==> config.mk <==
export PLATFORM = sky130hd
export DESIGN_NAME = ooo_core
export DESIGN_NICKNAME = d
export VERILOG_FILES = /design/src/hw/ooo_pkg.sv /design/src/hw/dispatch.sv /design/src/hw/ooo_core.sv /design/src/hw/regfile.sv /design/src/hw/res_station.sv /design/src/hw/rob.sv
export VERILOG_INCLUDE_DIRS = /design/src /design/src/include
export SDC_FILE = /design/constraint.sdc
export NUM_CORES = 2
export LEC_CHECK = 0
export BUFFER_PORTS_ARGS = -buffer_cell sky130_fd_sc_hd__clkbuf_2
export CORE_ASPECT_RATIO = 1.25
export CORE_MARGIN = 4
export CORE_UTILIZATION = 55
export DETAILED_ROUTE_END_ITERATION = 12
export PLACE_DENSITY = 0.71
export SYNTH_ARGS = -nofsm -noshare
export SYNTH_HDL_FRONTEND = slang
export SYNTH_SLANG_ARGS = --single-unit
==> constraint.sdc <==
create_clock -name clk -period 8.5 [get_ports clk]
set_clock_uncertainty 0.1 [all_clocks]
set_input_delay 1.275 -clock clk [delete_from_list [all_inputs] [get_ports clk]]
set_output_delay 1.275 -clock clk [all_outputs]
set_load 0.01 [all_outputs]
==> src/include/ooo_defines.svh <==
`ifndef OOO_DEFINES_SVH
`define OOO_DEFINES_SVH

// data path width
`define XLEN 32

// architectural register address width, 32 registers
`define REG_AW 5

// rob tag width, tag 0 means no pending producer
`define TAG_W 4

// rob entries, tags 1 .. ROB_DEPTH
`define ROB_DEPTH 8

// number of reservation stations
`define NUM_RS 4

`endif

==> src/hw/ooo_pkg.sv <==
`include "ooo_defines.svh"

package ooo_pkg;

    typedef logic [`XLEN-1:0] word_t;
    typedef logic [`REG_AW-1:0] reg_id_t;
    typedef logic [`TAG_W-1:0] tag_t;

    // one bit per reservation station
    typedef logic [`NUM_RS-1:0] rs_sel_t;

    typedef enum logic [2:0] {
        OP_LI  = 3'd0,
        OP_ADD = 3'd1,
        OP_SUB = 3'd2,
        OP_AND = 3'd3,
        OP_OR  = 3'd4,
        OP_XOR = 3'd5
    } alu_op_t;

    typedef enum logic [1:0] {
        ROB_FREE = 2'd0,
        ROB_WAIT = 2'd1,
        ROB_DONE = 2'd2
    } rob_state_t;

endpackage : ooo_pkg

==> src/hw/dispatch.sv <==
`timescale 1ns/1ps

module dispatch
    import ooo_pkg::*;
(
    // in-order issue port
    input  logic    issue_valid_i,
    input  alu_op_t issue_op_i,
    input  reg_id_t issue_rd_i,
    input  reg_id_t issue_rs1_i,
    input  reg_id_t issue_rs2_i,
    input  word_t   issue_imm_i,
    output logic    issue_stall_o,

    // register file lookup
    output reg_id_t rf_rs1_o,
    output reg_id_t rf_rs2_o,
    input  word_t   rf_vj_i,
    input  word_t   rf_vk_i,
    input  tag_t    rf_qj_i,
    input  tag_t    rf_qk_i,

    // rob lookup and allocation
    input  logic    rob_qj_done_i,
    input  logic    rob_qk_done_i,
    input  word_t   rob_qj_val_i,
    input  word_t   rob_qk_val_i,
    input  logic    rob_full_i,
    input  tag_t    rob_tag_i,
    output logic    alloc_o,
    output reg_id_t alloc_rd_o,

    // station load bus
    input  rs_sel_t rs_busy_i,
    output rs_sel_t rs_load_o,
    output alu_op_t rs_op_o,
    output word_t   rs_vj_o,
    output word_t   rs_vk_o,
    output tag_t    rs_qj_o,
    output tag_t    rs_qk_o,
    output tag_t    rs_tag_o
);

    rs_sel_t free_sel;
    logic    is_li;

    assign is_li = (issue_op_i == OP_LI);

    // lowest clear bit of the busy vector
    assign free_sel = ~rs_busy_i & (rs_busy_i + rs_sel_t'(1));

    assign issue_stall_o = rob_full_i | (&rs_busy_i);
    assign alloc_o       = issue_valid_i & ~issue_stall_o;
    assign alloc_rd_o    = issue_rd_i;
    assign rs_load_o     = alloc_o ? free_sel : '0;

    // li has no source registers, look up x0 so nothing stalls on them
    assign rf_rs1_o = is_li ? '0 : issue_rs1_i;
    assign rf_rs2_o = is_li ? '0 : issue_rs2_i;

    assign rs_op_o  = issue_op_i;
    assign rs_tag_o = rob_tag_i;

    always_comb begin
        rs_vj_o = rf_vj_i;
        rs_qj_o = rf_qj_i;
        rs_vk_o = rf_vk_i;
        rs_qk_o = rf_qk_i;
        // producer finished but not yet committed, take its value from the rob
        if (rf_qj_i != '0 && rob_qj_done_i) begin
            rs_vj_o = rob_qj_val_i;
            rs_qj_o = '0;
        end
        if (rf_qk_i != '0 && rob_qk_done_i) begin
            rs_vk_o = rob_qk_val_i;
            rs_qk_o = '0;
        end
        if (is_li) begin
            rs_vj_o = issue_imm_i;
            rs_qj_o = '0;
            rs_vk_o = '0;
            rs_qk_o = '0;
        end
    end

endmodule : dispatch

==> src/hw/ooo_core.sv <==
`timescale 1ns/1ps
`include "ooo_defines.svh"

module ooo_core
    import ooo_pkg::*;
(
    input  logic    clk,
    input  logic    rst,

    input  logic    issue_valid_i,
    input  alu_op_t issue_op_i,
    input  reg_id_t issue_rd_i,
    input  reg_id_t issue_rs1_i,
    input  reg_id_t issue_rs2_i,
    input  word_t   issue_imm_i,
    output logic    issue_stall_o,

    output logic    commit_valid_o,
    output reg_id_t commit_rd_o,
    output tag_t    commit_tag_o,
    output word_t   commit_value_o
);

    // register file lookup
    reg_id_t rf_rs1;
    reg_id_t rf_rs2;
    word_t   rf_vj;
    word_t   rf_vk;
    tag_t    rf_qj;
    tag_t    rf_qk;

    // rob lookup and allocation
    logic    rob_qj_done;
    logic    rob_qk_done;
    word_t   rob_qj_val;
    word_t   rob_qk_val;
    logic    rob_full;
    tag_t    rob_tag;
    logic    alloc;
    reg_id_t alloc_rd;

    // station load bus
    rs_sel_t rs_busy;
    rs_sel_t rs_load;
    alu_op_t rs_op;
    word_t   rs_vj;
    word_t   rs_vk;
    tag_t    rs_qj;
    tag_t    rs_qk;
    tag_t    rs_tag;

    // station results and arbitration
    rs_sel_t st_ready;
    word_t   st_result [`NUM_RS];
    tag_t    st_tag [`NUM_RS];
    rs_sel_t grant;

    logic    cdb_valid;
    tag_t    cdb_tag;
    word_t   cdb_value;

    dispatch u_dispatch (
        .issue_valid_i (issue_valid_i),
        .issue_op_i    (issue_op_i),
        .issue_rd_i    (issue_rd_i),
        .issue_rs1_i   (issue_rs1_i),
        .issue_rs2_i   (issue_rs2_i),
        .issue_imm_i   (issue_imm_i),
        .issue_stall_o (issue_stall_o),
        .rf_rs1_o      (rf_rs1),
        .rf_rs2_o      (rf_rs2),
        .rf_vj_i       (rf_vj),
        .rf_vk_i       (rf_vk),
        .rf_qj_i       (rf_qj),
        .rf_qk_i       (rf_qk),
        .rob_qj_done_i (rob_qj_done),
        .rob_qk_done_i (rob_qk_done),
        .rob_qj_val_i  (rob_qj_val),
        .rob_qk_val_i  (rob_qk_val),
        .rob_full_i    (rob_full),
        .rob_tag_i     (rob_tag),
        .alloc_o       (alloc),
        .alloc_rd_o    (alloc_rd),
        .rs_busy_i     (rs_busy),
        .rs_load_o     (rs_load),
        .rs_op_o       (rs_op),
        .rs_vj_o       (rs_vj),
        .rs_vk_o       (rs_vk),
        .rs_qj_o       (rs_qj),
        .rs_qk_o       (rs_qk),
        .rs_tag_o      (rs_tag)
    );

    // rename happens on the same edge the rob entry is allocated
    regfile u_regfile (
        .clk            (clk),
        .rst            (rst),
        .load_tag_i     (alloc),
        .tag_rd_i       (alloc_rd),
        .tag_i          (rs_tag),
        .rs1_i          (rf_rs1),
        .rs2_i          (rf_rs2),
        .load_reg_i     (commit_valid_o),
        .commit_rd_i    (commit_rd_o),
        .commit_value_i (commit_value_o),
        .commit_tag_i   (commit_tag_o),
        .vj_o           (rf_vj),
        .vk_o           (rf_vk),
        .qj_o           (rf_qj),
        .qk_o           (rf_qk)
    );

    for (genvar i = 0; i < `NUM_RS; i++) begin : g_rs
        res_station u_rs (
            .clk         (clk),
            .rst         (rst),
            .load_i      (rs_load[i]),
            .op_i        (rs_op),
            .vj_i        (rs_vj),
            .vk_i        (rs_vk),
            .qj_i        (rs_qj),
            .qk_i        (rs_qk),
            .tag_i       (rs_tag),
            .cdb_valid_i (cdb_valid),
            .cdb_tag_i   (cdb_tag),
            .cdb_value_i (cdb_value),
            .grant_i     (grant[i]),
            .busy_o      (rs_busy[i]),
            .ready_o     (st_ready[i]),
            .result_o    (st_result[i]),
            .tag_o       (st_tag[i])
        );
    end

    rob u_rob (
        .clk            (clk),
        .rst            (rst),
        .alloc_i        (alloc),
        .alloc_rd_i     (alloc_rd),
        .tag_o          (rob_tag),
        .full_o         (rob_full),
        .qj_i           (rf_qj),
        .qk_i           (rf_qk),
        .qj_done_o      (rob_qj_done),
        .qk_done_o      (rob_qk_done),
        .qj_val_o       (rob_qj_val),
        .qk_val_o       (rob_qk_val),
        .st_ready_i     (st_ready),
        .st_result_i    (st_result),
        .st_tag_i       (st_tag),
        .grant_o        (grant),
        .cdb_valid_o    (cdb_valid),
        .cdb_tag_o      (cdb_tag),
        .cdb_value_o    (cdb_value),
        .commit_valid_o (commit_valid_o),
        .commit_rd_o    (commit_rd_o),
        .commit_tag_o   (commit_tag_o),
        .commit_value_o (commit_value_o)
    );

endmodule : ooo_core

==> src/hw/regfile.sv <==
`timescale 1ns/1ps
`include "ooo_defines.svh"

module regfile
    import ooo_pkg::*;
(
    input  logic    clk,
    input  logic    rst,

    // rename from dispatch
    input  logic    load_tag_i,
    input  reg_id_t tag_rd_i,
    input  tag_t    tag_i,

    // dispatch operand lookup
    input  reg_id_t rs1_i,
    input  reg_id_t rs2_i,

    // commit from rob
    input  logic    load_reg_i,
    input  reg_id_t commit_rd_i,
    input  word_t   commit_value_i,
    input  tag_t    commit_tag_i,

    output word_t   vj_o,
    output word_t   vk_o,
    output tag_t    qj_o,
    output tag_t    qk_o
);

    localparam int NUM_REGS = 1 << `REG_AW;

    word_t regs_q [NUM_REGS];
    tag_t  tags_q [NUM_REGS];

    // x0 reads as a ready zero regardless of storage
    assign vj_o = (rs1_i == '0) ? '0 : regs_q[rs1_i];
    assign vk_o = (rs2_i == '0) ? '0 : regs_q[rs2_i];
    assign qj_o = (rs1_i == '0) ? '0 : tags_q[rs1_i];
    assign qk_o = (rs2_i == '0) ? '0 : tags_q[rs2_i];

    always_ff @(posedge clk) begin
        if (rst) begin
            for (int i = 0; i < NUM_REGS; i++) begin
                regs_q[i] <= '0;
                tags_q[i] <= '0;
            end
        end else begin
            if (load_reg_i && commit_rd_i != '0) begin
                regs_q[commit_rd_i] <= commit_value_i;
                // a newer rename keeps its tag
                if (tags_q[commit_rd_i] == commit_tag_i) begin
                    tags_q[commit_rd_i] <= '0;
                end
            end
            // later assignment, so a new tag beats the clear above
            if (load_tag_i && tag_rd_i != '0) begin
                tags_q[tag_rd_i] <= tag_i;
            end
        end
    end

    // x0 storage never picks up a value or a rename
    a_x0_zero: assert property (
        @(posedge clk) disable iff (rst)
        regs_q[0] == '0 && tags_q[0] == '0
    );

endmodule : regfile

==> src/hw/res_station.sv <==
`timescale 1ns/1ps

module res_station
    import ooo_pkg::*;
(
    input  logic    clk,
    input  logic    rst,

    // load from dispatch
    input  logic    load_i,
    input  alu_op_t op_i,
    input  word_t   vj_i,
    input  word_t   vk_i,
    input  tag_t    qj_i,
    input  tag_t    qk_i,
    input  tag_t    tag_i,

    // common data bus
    input  logic    cdb_valid_i,
    input  tag_t    cdb_tag_i,
    input  word_t   cdb_value_i,

    // rob arbitration
    input  logic    grant_i,

    output logic    busy_o,
    output logic    ready_o,
    output word_t   result_o,
    output tag_t    tag_o
);

    logic    busy_q;
    alu_op_t op_q;
    word_t   vj_q;
    word_t   vk_q;
    tag_t    qj_q;
    tag_t    qk_q;
    tag_t    tag_q;

    // bus hits on the incoming tags and on the held ones
    logic    in_hit_j;
    logic    in_hit_k;
    logic    held_hit_j;
    logic    held_hit_k;

    assign in_hit_j   = cdb_valid_i && qj_i != '0 && qj_i == cdb_tag_i;
    assign in_hit_k   = cdb_valid_i && qk_i != '0 && qk_i == cdb_tag_i;
    assign held_hit_j = cdb_valid_i && qj_q != '0 && qj_q == cdb_tag_i;
    assign held_hit_k = cdb_valid_i && qk_q != '0 && qk_q == cdb_tag_i;

    always_ff @(posedge clk) begin
        if (rst) begin
            busy_q <= 1'b0;
            qj_q   <= '0;
            qk_q   <= '0;
        end else if (load_i) begin
            busy_q <= 1'b1;
            qj_q   <= in_hit_j ? '0 : qj_i;
            qk_q   <= in_hit_k ? '0 : qk_i;
        end else if (grant_i) begin
            busy_q <= 1'b0;
        end else if (busy_q) begin
            if (held_hit_j) begin
                qj_q <= '0;
            end
            if (held_hit_k) begin
                qk_q <= '0;
            end
        end
    end

    // operand payload
    always_ff @(posedge clk) begin
        if (load_i) begin
            op_q  <= op_i;
            tag_q <= tag_i;
            vj_q  <= in_hit_j ? cdb_value_i : vj_i;
            vk_q  <= in_hit_k ? cdb_value_i : vk_i;
        end else begin
            if (held_hit_j) begin
                vj_q <= cdb_value_i;
            end
            if (held_hit_k) begin
                vk_q <= cdb_value_i;
            end
        end
    end

    always_comb begin
        unique case (op_q)
            OP_LI:   result_o = vj_q;
            OP_ADD:  result_o = vj_q + vk_q;
            OP_SUB:  result_o = vj_q - vk_q;
            OP_AND:  result_o = vj_q & vk_q;
            OP_OR:   result_o = vj_q | vk_q;
            OP_XOR:  result_o = vj_q ^ vk_q;
            default: result_o = '0;
        endcase
    end

    assign busy_o  = busy_q;
    assign ready_o = busy_q && qj_q == '0 && qk_q == '0;
    assign tag_o   = tag_q;

    // dispatch only targets free stations
    a_no_load_busy: assert property (
        @(posedge clk) disable iff (rst) load_i |-> !busy_q
    );

    // rob only grants a station with both operands
    a_grant_ready: assert property (
        @(posedge clk) disable iff (rst) grant_i |-> ready_o
    );

endmodule : res_station

==> src/hw/rob.sv <==
`timescale 1ns/1ps
`include "ooo_defines.svh"

module rob
    import ooo_pkg::*;
(
    input  logic    clk,
    input  logic    rst,

    // allocation from dispatch
    input  logic    alloc_i,
    input  reg_id_t alloc_rd_i,
    output tag_t    tag_o,
    output logic    full_o,

    // dispatch operand lookups
    input  tag_t    qj_i,
    input  tag_t    qk_i,
    output logic    qj_done_o,
    output logic    qk_done_o,
    output word_t   qj_val_o,
    output word_t   qk_val_o,

    // stations
    input  rs_sel_t st_ready_i,
    input  word_t   st_result_i [`NUM_RS],
    input  tag_t    st_tag_i [`NUM_RS],
    output rs_sel_t grant_o,

    // common data bus
    output logic    cdb_valid_o,
    output tag_t    cdb_tag_o,
    output word_t   cdb_value_o,

    // in-order retire
    output logic    commit_valid_o,
    output reg_id_t commit_rd_o,
    output tag_t    commit_tag_o,
    output word_t   commit_value_o
);

    localparam int SLOT_W = $clog2(`ROB_DEPTH);

    typedef logic [SLOT_W-1:0] slot_t;

    rob_state_t state_q [`ROB_DEPTH];
    reg_id_t    rd_q    [`ROB_DEPTH];
    word_t      value_q [`ROB_DEPTH];

    slot_t         head_q;
    slot_t         tail_q;
    logic [SLOT_W:0] count_q;

    logic  grant_valid;
    tag_t  grant_tag;
    word_t grant_value;

    // tags run 1 .. ROB_DEPTH, slot is tag minus one
    function automatic slot_t slot_of(input tag_t t);
        tag_t idx;
        idx = t - tag_t'(1);
        return idx[SLOT_W-1:0];
    endfunction

    function automatic slot_t next_slot(input slot_t s);
        return (s == slot_t'(`ROB_DEPTH - 1)) ? '0 : s + slot_t'(1);
    endfunction

    assign tag_o  = tag_t'(tail_q) + tag_t'(1);
    assign full_o = (count_q == (SLOT_W+1)'(`ROB_DEPTH));

    assign qj_done_o = qj_i != '0 && state_q[slot_of(qj_i)] == ROB_DONE;
    assign qk_done_o = qk_i != '0 && state_q[slot_of(qk_i)] == ROB_DONE;
    assign qj_val_o  = value_q[slot_of(qj_i)];
    assign qk_val_o  = value_q[slot_of(qk_i)];

    // head retires as soon as its result is in
    assign commit_valid_o = (state_q[head_q] == ROB_DONE);
    assign commit_rd_o    = rd_q[head_q];
    assign commit_tag_o   = tag_t'(head_q) + tag_t'(1);
    assign commit_value_o = value_q[head_q];

    // fixed priority, lowest ready station wins
    always_comb begin
        grant_o     = '0;
        grant_valid = 1'b0;
        grant_tag   = '0;
        grant_value = '0;
        for (int i = 0; i < `NUM_RS; i++) begin
            if (st_ready_i[i] && !grant_valid) begin
                grant_valid = 1'b1;
                grant_o[i]  = 1'b1;
                grant_tag   = st_tag_i[i];
                grant_value = st_result_i[i];
            end
        end
    end

    always_ff @(posedge clk) begin
        if (rst) begin
            for (int i = 0; i < `ROB_DEPTH; i++) begin
                state_q[i] <= ROB_FREE;
            end
            head_q      <= '0;
            tail_q      <= '0;
            count_q     <= '0;
            cdb_valid_o <= 1'b0;
        end else begin
            // alloc, grant and commit always touch different slots
            if (alloc_i) begin
                state_q[tail_q] <= ROB_WAIT;
                tail_q          <= next_slot(tail_q);
            end
            if (grant_valid) begin
                state_q[slot_of(grant_tag)] <= ROB_DONE;
            end
            if (commit_valid_o) begin
                state_q[head_q] <= ROB_FREE;
                head_q          <= next_slot(head_q);
            end
            case ({alloc_i, commit_valid_o})
                2'b10:   count_q <= count_q + 1'b1;
                2'b01:   count_q <= count_q - 1'b1;
                default: count_q <= count_q;
            endcase
            cdb_valid_o <= grant_valid;
        end
    end

    // entry payload and bus data
    always_ff @(posedge clk) begin
        if (alloc_i) begin
            rd_q[tail_q] <= alloc_rd_i;
        end
        if (grant_valid) begin
            value_q[slot_of(grant_tag)] <= grant_value;
            cdb_tag_o   <= grant_tag;
            cdb_value_o <= grant_value;
        end
    end

    // a station only finishes an instruction that is still outstanding
    a_grant_wait: assert property (
        @(posedge clk) disable iff (rst)
        grant_valid |-> state_q[slot_of(grant_tag)] == ROB_WAIT
    );

endmodule : rob

== Word level (Yosys, flattened, before mapping) ==
Memories as Yosys holds them, arrays and structs flattened. A register that Yosys moved wholly into a read port is not among the register bits.
Cells that the tools add are included.
Word-level totals
  register bits after elaboration: 367
  latch bits: 0
  memory bits (writable): 1464
  memory bits (read-only): 0
  output and inout port bits: 43
  logic and storage cells: 362
  memories: 5
Operators by class
  $add $sub $neg: 18
  multiply operators: 0
  divide/modulo/power cells: 0
  $lt $le $gt $ge: 0
  equality and inequality tests: 43
  shift-type cells: 0
  multiplexer cells: 144
  bitwise gates (word level): 17
  reduce and logical (&&, ||, !) cells: 101
Memory list
  u_regfile.regs_q: words 32, bits a word 32, read ports 2, clocked after memory_dff 0, wr ports 32, line regfile.sv:33  | word_t regs_q [NUM_REGS];
  u_rob.value_q: words 8, bits a word 32, read ports 3, clocked after memory_dff 1, wr ports 1, line rob.sv:48  | word_t value_q [`ROB_DEPTH];
  u_regfile.tags_q: words 32, bits a word 4, read ports 3, clocked after memory_dff 0, wr ports 32, line regfile.sv:34  | tag_t tags_q [NUM_REGS];
  u_rob.rd_q: words 8, bits a word 5, read ports 1, clocked after memory_dff 1, wr ports 1, line rob.sv:47  | reg_id_t rd_q [`ROB_DEPTH];
  u_rob.state_q: words 8, bits a word 2, read ports 3, clocked after memory_dff 1, wr ports 8, line rob.sv:46  | rob_state_t state_q [`ROB_DEPTH];
Operator list (count)
  32-bit two-way mux: 29
  32-bit case mux with 6 select lines: 4
  4-bit two-way mux: 47
  32-bit adder: 4
  32-bit bitwise AND: 4
  32-bit bitwise OR: 4
  32-bit subtractor: 4
  32-bit bitwise XOR: 4
  4-bit nonzero test: 12
  4-bit equality test: 11
  1-bit two-way mux: 44
  1-bit logical AND: 37
  2-bit nonzero test: 17
  3-bit two-way mux: 11
  4-bit zero test: 8
  32-bit OR reduction: 1
  3-bit equality test (second input constant): 10
  5-bit two-way mux: 5
  3-bit by 2-bit equality test with 1-bit output (second input constant): 8
  3-bit AND reduction: 8
  3-bit zero test: 5
  3-bit by 1-bit equality test with 1-bit output (second input constant): 4
  5-bit zero test: 2
  5-bit nonzero test: 2
  other kinds (20): 38

== Logic depth before layout (Yosys ltp) ==
  word-level depth: 18
  depth in mapped cells: 22
  mapped depth without buffers: 21

== Hierarchy ==
A second synthesis with hierarchy kept.
Second synthesis, totals
  cells, all modules: 9031
  area, all modules: 113533.9 µm²
Modules (own cells, without submodules)
  regfile: instances 1, cells an instance 3913, area each 62875.3 µm², seq. area each 34593.2 µm²
  res_station (g_rs[0].u_rs ...): instances 3, cells an instance 947, area each 7636.1 µm², seq. area each 2312.2 µm²
  rob: instances 1, cells an instance 1023, area each 18535.3 µm², seq. area each 10570.1 µm²
  res_station (g_rs[3].u_rs): instances 1, cells an instance 959, area each 7702.4 µm², seq. area each 2312.2 µm²
  dispatch: instances 1, cells an instance 295, area each 1512.7 µm², seq. area each 0.0 µm²

== Worst setup path before layout ==
OpenSTA, ideal clock, no wires.
  path kind: input -> register
  start point: input issue_rs1_i[1]
  end point: register g_rs[2].u_rs.vj_q[10] (data pin)
  library setup time: 0.260 ns
  data arrival time: 5.758 ns
  path slack: 2.382 ns
  stages on the path: 20
  buffers on the path: 6
  cells stage by stage: clkbuf_1 -> buf_2 -> mux4_2 -> mux2i_1 -> nand3_1 -> a32oi_2 -> buf_2 -> buf_2 -> ha_1 -> clkbuf_1 -> nor2_1 -> a21oi_1 -> mux2i_1 -> a221o_1 -> a21bo_2 -> o32a_1 -> a211oi_2 -> nand2b_1 -> buf_4 -> mux2_2
On the way
  word-level cells in the longest chain between the ends: 15
  elaborated cells between the ends (all ways): 23
  classes of those cells: 1 x add/sub; 2 x eq/ne; 9 x mux; 7 x reduce/logical; 4 x memory
Ends and longest elaborated chain
  start: declaration: line ooo_core.sv:13  | input reg_id_t issue_rs1_i,
  5-bit two-way mux (*): line dispatch.sv:58  | assign rf_rs1_o = is_li ? '0 : issue_rs1_i;
  memory read 32 x 4 bit / 5-bit zero test (equally long branches)
  4-bit two-way mux: line regfile.sv:39  | assign qj_o = (rs1_i == '0) ? '0 : tags_q[rs1_i];
  3-bit by 1-bit subtractor with 3-bit output: line rob.sv:61  | idx = t - tag_t'(1);
  memory read 8 x 2 bit
  2-bit equality test: line rob.sv:72  | assign qj_done_o = qj_i != '0 && state_q[slot_of(qj_i)] == ROB_DONE;
  1-bit logical AND: line rob.sv:72
  1-bit logical AND: line dispatch.sv:70  | if (rf_qj_i != '0 && rob_qj_done_i) begin
  4-bit two-way mux: line dispatch.sv:70
  4-bit two-way mux: line dispatch.sv:78  | if (is_li) begin
  4-bit nonzero test: line res_station.sv:46  | assign in_hit_j = cdb_valid_i && qj_i != '0 && qj_i == cdb_tag_i;
  1-bit logical AND (2 in series): line res_station.sv:46
  32-bit two-way mux (*): line res_station.sv:77  | vj_q <= in_hit_j ? cdb_value_i : vj_i;
  32-bit two-way mux (*): line res_station.sv:74  | if (load_i) begin
  end signal: assignment: line res_station.sv:77
  end signal: assignment: line res_station.sv:81  | vj_q <= cdb_value_i;
  end: declaration: line res_station.sv:34  | word_t vj_q;
Mark *: on every way between the ends. The rest lies on a longest branch, timed or not.
A chain may end at the register's enable or synchronous reset.

== Worst setup path in the final report ==
  start point: input issue_op_i[2]
  end point: register g_rs[3].u_rs.vk_q[16] (data pin)
On the way
  word-level cells in the longest chain between the ends: 16
  elaborated cells between the ends (all ways): 24
  classes of those cells: 1 x add/sub; 2 x eq/ne; 9 x mux; 8 x reduce/logical; 4 x memory
Ends and longest elaborated chain
  start: declaration: line ooo_core.sv:11  | input alu_op_t issue_op_i,
  3-bit zero test (*): line dispatch.sv:47  | assign is_li = (issue_op_i == OP_LI);
  5-bit two-way mux: line dispatch.sv:59  | assign rf_rs2_o = is_li ? '0 : issue_rs2_i;
  memory read 32 x 4 bit / 5-bit zero test (equally long branches)
  4-bit two-way mux: line regfile.sv:40  | assign qk_o = (rs2_i == '0) ? '0 : tags_q[rs2_i];
  3-bit by 1-bit subtractor with 3-bit output: line rob.sv:61
  memory read 8 x 2 bit
  2-bit equality test: line rob.sv:73  | assign qk_done_o = qk_i != '0 && state_q[slot_of(qk_i)] == ROB_DONE;
  1-bit logical AND: line rob.sv:73
  1-bit logical AND: line dispatch.sv:74  | if (rf_qk_i != '0 && rob_qk_done_i) begin
  4-bit two-way mux: line dispatch.sv:74
  4-bit two-way mux: line dispatch.sv:78
  4-bit nonzero test: line res_station.sv:47  | assign in_hit_k = cdb_valid_i && qk_i != '0 && qk_i == cdb_tag_i;
  1-bit logical AND (2 in series): line res_station.sv:47
  32-bit two-way mux (*): line res_station.sv:78  | vk_q <= in_hit_k ? cdb_value_i : vk_i;
  32-bit two-way mux (*): line res_station.sv:74
  end signal: assignment: line res_station.sv:78
  end signal: assignment: line res_station.sv:84  | vk_q <= cdb_value_i;
  end: declaration: line res_station.sv:35  | word_t vk_q;
Marks and branches as above.

==> metrics.txt <==
# TYPE chip_impl_metric gauge
chip_impl_metric{name="synthDistinctLibCells",unit=""} 101
chip_impl_metric{name="syn_warnings",unit=""} 0
chip_impl_info{name="critPathMostFrequentCell",value="buf_4"} 1
chip_impl_metric{name="floorplan.initialDensity",unit=""} 0.5529
chip_impl_info{name="synth.most_common_cell",value="edfxtp_1"} 1
chip_impl_info{name="endpoint_kind",value="flop"} 1
chip_impl_metric{name="via_count",unit=""} 95745
chip_impl_metric{name="yosys_register_bits",unit=""} 1833
chip_impl_metric{name="route.antenna.remaining_nets",unit=""} 0
chip_impl_metric{name="synth_enable_flop_cells",unit=""} 1767
chip_impl_metric{name="setup_violations",unit=""} 0
chip_impl_metric{name="clock_latency_at_the_later_pin_of_the_worst_skew_pair",unit="ns"} 0.87
chip_impl_metric{name="place.port_buffers",unit=""} 95
chip_impl_metric{name="drive_gt1_frac",unit=""} 0.1055
chip_impl_metric{name="drt-initial-drc-count",unit=""} 14865
chip_impl_info{name="setup.worst_path.start_class",value="input port"} 1
chip_impl_metric{name="seq_area_frac_synth",unit=""} 0.4894
chip_impl_metric{name="firstDrtPassIters",unit=""} 8
chip_impl_info{name="buffer_cell_driving_the_clock_tree_root",value="clkbuf_16"} 1
chip_impl_metric{name="cp.buffers_inverters",unit=""} 4
chip_impl_metric{name="cts_resized",unit=""} 0
chip_impl_metric{name="placed_area",unit="um2"} 115100
chip_impl_metric{name="vdd_drop_max",unit="mV"} 0.1929
chip_impl_metric{name="routed_wire_length_per_instance",unit="um"} 32.91
chip_impl_metric{name="die_y",unit="um"} 510.5
chip_impl_metric{name="postLayoutCellArea",unit="um2"} 120900
chip_impl_info{name="path_delay_family",value="compound AO/OA/AOI/OAI gates"} 1
chip_impl_metric{name="path_clk_slew",unit="ns"} 0.07
chip_impl_metric{name="power_switching",unit="uW"} 7658
chip_impl_metric{name="post-route-period-util",unit=""} 0.8206
chip_impl_metric{name="timing.max_cap.violations",unit=""} 1
chip_impl_metric{name="detail_route.vias_per_cell",unit=""} 7.228
chip_impl_metric{name="area_growth_syn_to_layout",unit="%"} 8.834
chip_impl_metric{name="cellInternalPower",unit="uW"} 16640
chip_impl_metric{name="slew_viol_final",unit=""} 0
chip_impl_metric{name="grt_start_max_net_pins",unit=""} 129
chip_impl_metric{name="vias_in_the_first_global_route",unit=""} 92254
chip_impl_info{name="path_cells",value="clkbuf_2, buf_4, o31a_2, mux4_2, a211oi_1, nor4_1, a31oi_2, ha_1, inv_1, xnor2_4, a21o_2, buf_4, o21ai_0, a21oi_1, mux2_1"} 1
chip_impl_metric{name="p_clk_frac",unit=""} 0.331
chip_impl_info{name="post-synth-top-area-cell",value="edfxtp_1"} 1
chip_impl_info{name="critical_path_class",value="input port to flop"} 1
chip_impl_metric{name="h-tree-depth",unit=""} 4
chip_impl_metric{name="core_area",unit="um2"} 201000
chip_impl_metric{name="floorplan.io_pins",unit=""} 96
chip_impl_metric{name="total_leakage_power",unit="uW"} 0.04647
chip_impl_metric{name="first_pass_grt_wire_length",unit="mm"} 621.2
chip_impl_info{name="tritoncts",value="built"} 1
chip_impl_metric{name="die-area",unit="um2"} 209300
chip_impl_metric{name="crit_required",unit="ns"} 9.10
chip_impl_metric{name="crit_path_max_fo",unit=""} 64
chip_impl_metric{name="synth-async-reset-ratio",unit=""} 0
chip_impl_metric{name="routed_wire_length",unit="mm"} 435.9
chip_impl_metric{name="n_fill_cell",unit=""} 16146
chip_impl_metric{name="seq_power_share",unit=""} 0.454
chip_impl_metric{name="global_route.overflow_total",unit=""} 0
chip_impl_info{name="synth.top_cells.by_count",value="1767 x edfxtp_1, 1311 x nor2_1, 1110 x nand2_1, 762 x mux2i_1, 728 x clkbuf_1"} 1
chip_impl_metric{name="numClockSinks",unit=""} 1833
chip_impl_metric{name="antenna_found_initial",unit=""} 33
chip_impl_metric{name="post_cts_buffers",unit=""} 0
chip_impl_metric{name="cts_buffers",unit=""} 181
chip_impl_info{name="rsz0062_at_grt",value="no"} 1
chip_impl_metric{name="timing_worst_slew_pin_value",unit="ns"} 1.467
chip_impl_metric{name="synth_area",unit="um2"} 111100
chip_impl_metric{name="powerDensity",unit="nW/um2"} 201.0
chip_impl_metric{name="hold_slack",unit="ns"} 0.4116
chip_impl_info{name="failed_checks",value="max-capacitance violations"} 1
chip_impl_metric{name="comb_power_share",unit=""} 0.215
chip_impl_info{name="synth_flop_cell",value="edfxtp_1"} 1
chip_impl_metric{name="final-hold-violation-count",unit=""} 0
chip_impl_metric{name="finalWorstPathRequiredPeriod",unit="ns"} 6.975
chip_impl_metric{name="cp_data_arrival_time",unit="ns"} 7.57
chip_impl_metric{name="final.setup.tns",unit="ns"} 0
chip_impl_metric{name="remaining_drc_errors",unit=""} 0
chip_impl_metric{name="core.rowCount",unit=""} 184
chip_impl_metric{name="fp.dieW",unit="um"} 410.0
chip_impl_info{name="worst_path_max_delay_cell",value="a21oi_1"} 1
chip_impl_metric{name="maximum_clock_rate",unit="MHz"} 143.4
chip_impl_metric{name="place_hpwl",unit="mm"} 291.2
chip_impl_metric{name="global_placer_s_final_weighted_congestion",unit=""} 1.045
chip_impl_metric{name="synth_cells",unit=""} 10654
chip_impl_info{name="run_status",value="complete, but fails checks"} 1
chip_impl_info{name="synth_top_cells_by_area",value="edfxtp_1 48%, mux2i_1 6.9%, ha_1 4.4%"} 1
chip_impl_metric{name="net_sw_frac",unit=""} 0.3151
chip_impl_metric{name="post_cts_hold_buffers",unit=""} 0
chip_impl_metric{name="grt_use_total",unit=""} 0.4025
chip_impl_metric{name="slew-limit-headroom",unit=""} 0.01145
chip_impl_metric{name="fin_nets",unit=""} 10835
chip_impl_metric{name="yosysTopAreaCellShare",unit=""} 0.4775
chip_impl_metric{name="max-clock-path-buffers",unit=""} 3
chip_impl_metric{name="post_synth.cell_area_avg",unit="um2"} 10.43
chip_impl_info{name="hold_path.class",value="flop to flop"} 1
chip_impl_metric{name="critical-path-max-stage-delay",unit="ns"} 0.98
[cell type report]
| type | instances | area (um2) | share of cell area |
|---|---|---|---|
| clock buffer | 234 | 4821 | 0.03986 |
| multi-input combinational | 7568 | 52740 | 0.4361 |
| antenna | 19 | 47.55 | 0.0003932 |
| tap | 2697 | 3374 | 0.02790 |
| sequential | 1833 | 54390 | 0.4498 |
| timing repair buffer | 409 | 3102 | 0.02565 |
| inverter | 390 | 1464 | 0.01211 |
| clock inverter | 96 | 992.2 | 0.008205 |
[through the flow]
step | setup slack [ns] | util | power, uW | instances
2_1_floorplan | 2.382 | - | 14170 | 10688
3_3_place_gp | 1.070 | 0.5726 | 16040 | 12897
3_5_place_dp | 0.9165 | 0.5726 | 16190 | 12897
4_1_cts | 1.769 | 0.6015 | 24070 | 13227
5_1_grt | 1.270 | 0.6015 | 24930 | 13229
6_report | 1.525 | 0.6017 | 24300 | 13246
[kinds of logic (layout without fill, tap and decap cells)]
| kind of cell | count (synthesis) | in the layout | share of synthesized area |
|---|---|---|---|
| other | 1 | 54 | 0.00003375 |
| DFF | 1833 | 1833 | 0.4894 |
| muxes | 1134 | 1134 | 0.1186 |
| and+or+nand+nor | 3441 | 3441 | 0.1350 |
| buffers and inverters | 1287 | 1129 | 0.04556 |
| xor gates and xnor gates | 249 | 249 | 0.01969 |
| adders and majority gates | 399 | 399 | 0.04527 |
| AOI/OAI and AO/OA | 2310 | 2310 | 0.1464 |
[state kept, by name, indices dropped and copies added (netlist names), named ones only]
| register | count |
|---|---|
| g_rs.u_rs.busy_o | 4 |
| u_rob.cdb_tag_o | 4 |
| u_rob.tail_q | 3 |
| g_rs.u_rs.qj_q | 16 |
| u_rob.state_q | 16 |
| u_rob.head_q | 3 |
| g_rs.u_rs.op_q | 12 |
| g_rs.u_rs.vk_q | 128 |
| u_regfile.regs_q | 1023 |
| u_regfile.tags_q | 128 |
| u_rob.cdb_value_o | 32 |
| u_rob.rd_q | 40 |
| u_rob.cdb_valid_o | 1 |
| g_rs.u_rs.qk_q | 16 |
| u_rob.count_q | 4 |
| u_rob.value_q | 256 |
| g_rs.u_rs.vj_q | 128 |
| g_rs.u_rs.tag_o | 16 |
[routing by layer]
metal / vias up / GRT usage / wire (um) / share of wire
met5: - / 0.002949 / 246 / 0.00056
met4: 26 / 0.2768 / 35790 / 0.082
met2: 8066 / 0.6329 / 195400 / 0.45
met1: 46226 / 0.4870 / 145600 / 0.33
li1: 39334 / - / - / -
met3: 2093 / 0.1056 / 58890 / 0.14
[cells in the final DEF (no fill, tap or decap), types with 155 or more instances in the layout]
cell type	netlist	final
nand2_1	1110	1088
ha_1	394	394
nor2_1	1311	1294
nand3_1	362	362
buf_4	13	298
a21oi_1	311	311
edfxtp_1	1767	1767
clkbuf_16	0	183
a221oi_1	541	541
xnor2_1	204	203
inv_1	390	389
nor3_1	163	155
mux2i_1	762	727
o21ai_0	600	582
[path summary, 6_finish.rpt]
| path | from | to | slack [ns] | depth (start not counted) |
|---|---|---|---|---|
| worst max-delay path | issue_op_i[2] | g_rs[3].u_rs.vk_q[16]$_DFFE_PP_ | 1.52 | 15 |
| worst min-delay path | u_rob.state_q[0][0]$_SDFFE_PP0P_ | u_rob.state_q[0][0]$_SDFFE_PP0P_ | 0.41 | 2 |
| worst min register to register | u_rob.state_q[0][0]$_SDFFE_PP0P_ | u_rob.state_q[0][0]$_SDFFE_PP0P_ | 0.41 | 2 |
| worst max register to register | g_rs[1].u_rs.vk_q[6]$_DFFE_PP_ | u_rob.value_q[1][31]$_DFFE_PP_ | 1.76 | 19 |
[power by group through the flow]
stage | Clock, uW | Combinational [uW] | Sequential, uW
after floorplan | 0 | 3230 | 10900
after global placement | 0 | 4890 | 11200
after detailed placement | 0 | 5010 | 11200
after CTS | 8040 | 5030 | 11000
after global routing | 8400 | 5470 | 11100
final | 8050 | 5220 | 11000
[tightest hold or removal path: stages (launching register included)]
cell       delay [ns]
dfxtp_1          0.31
nor2_1           0.09
a2111oi_0        0.06
Note: power is estimated with default switching activity, not from simulation.
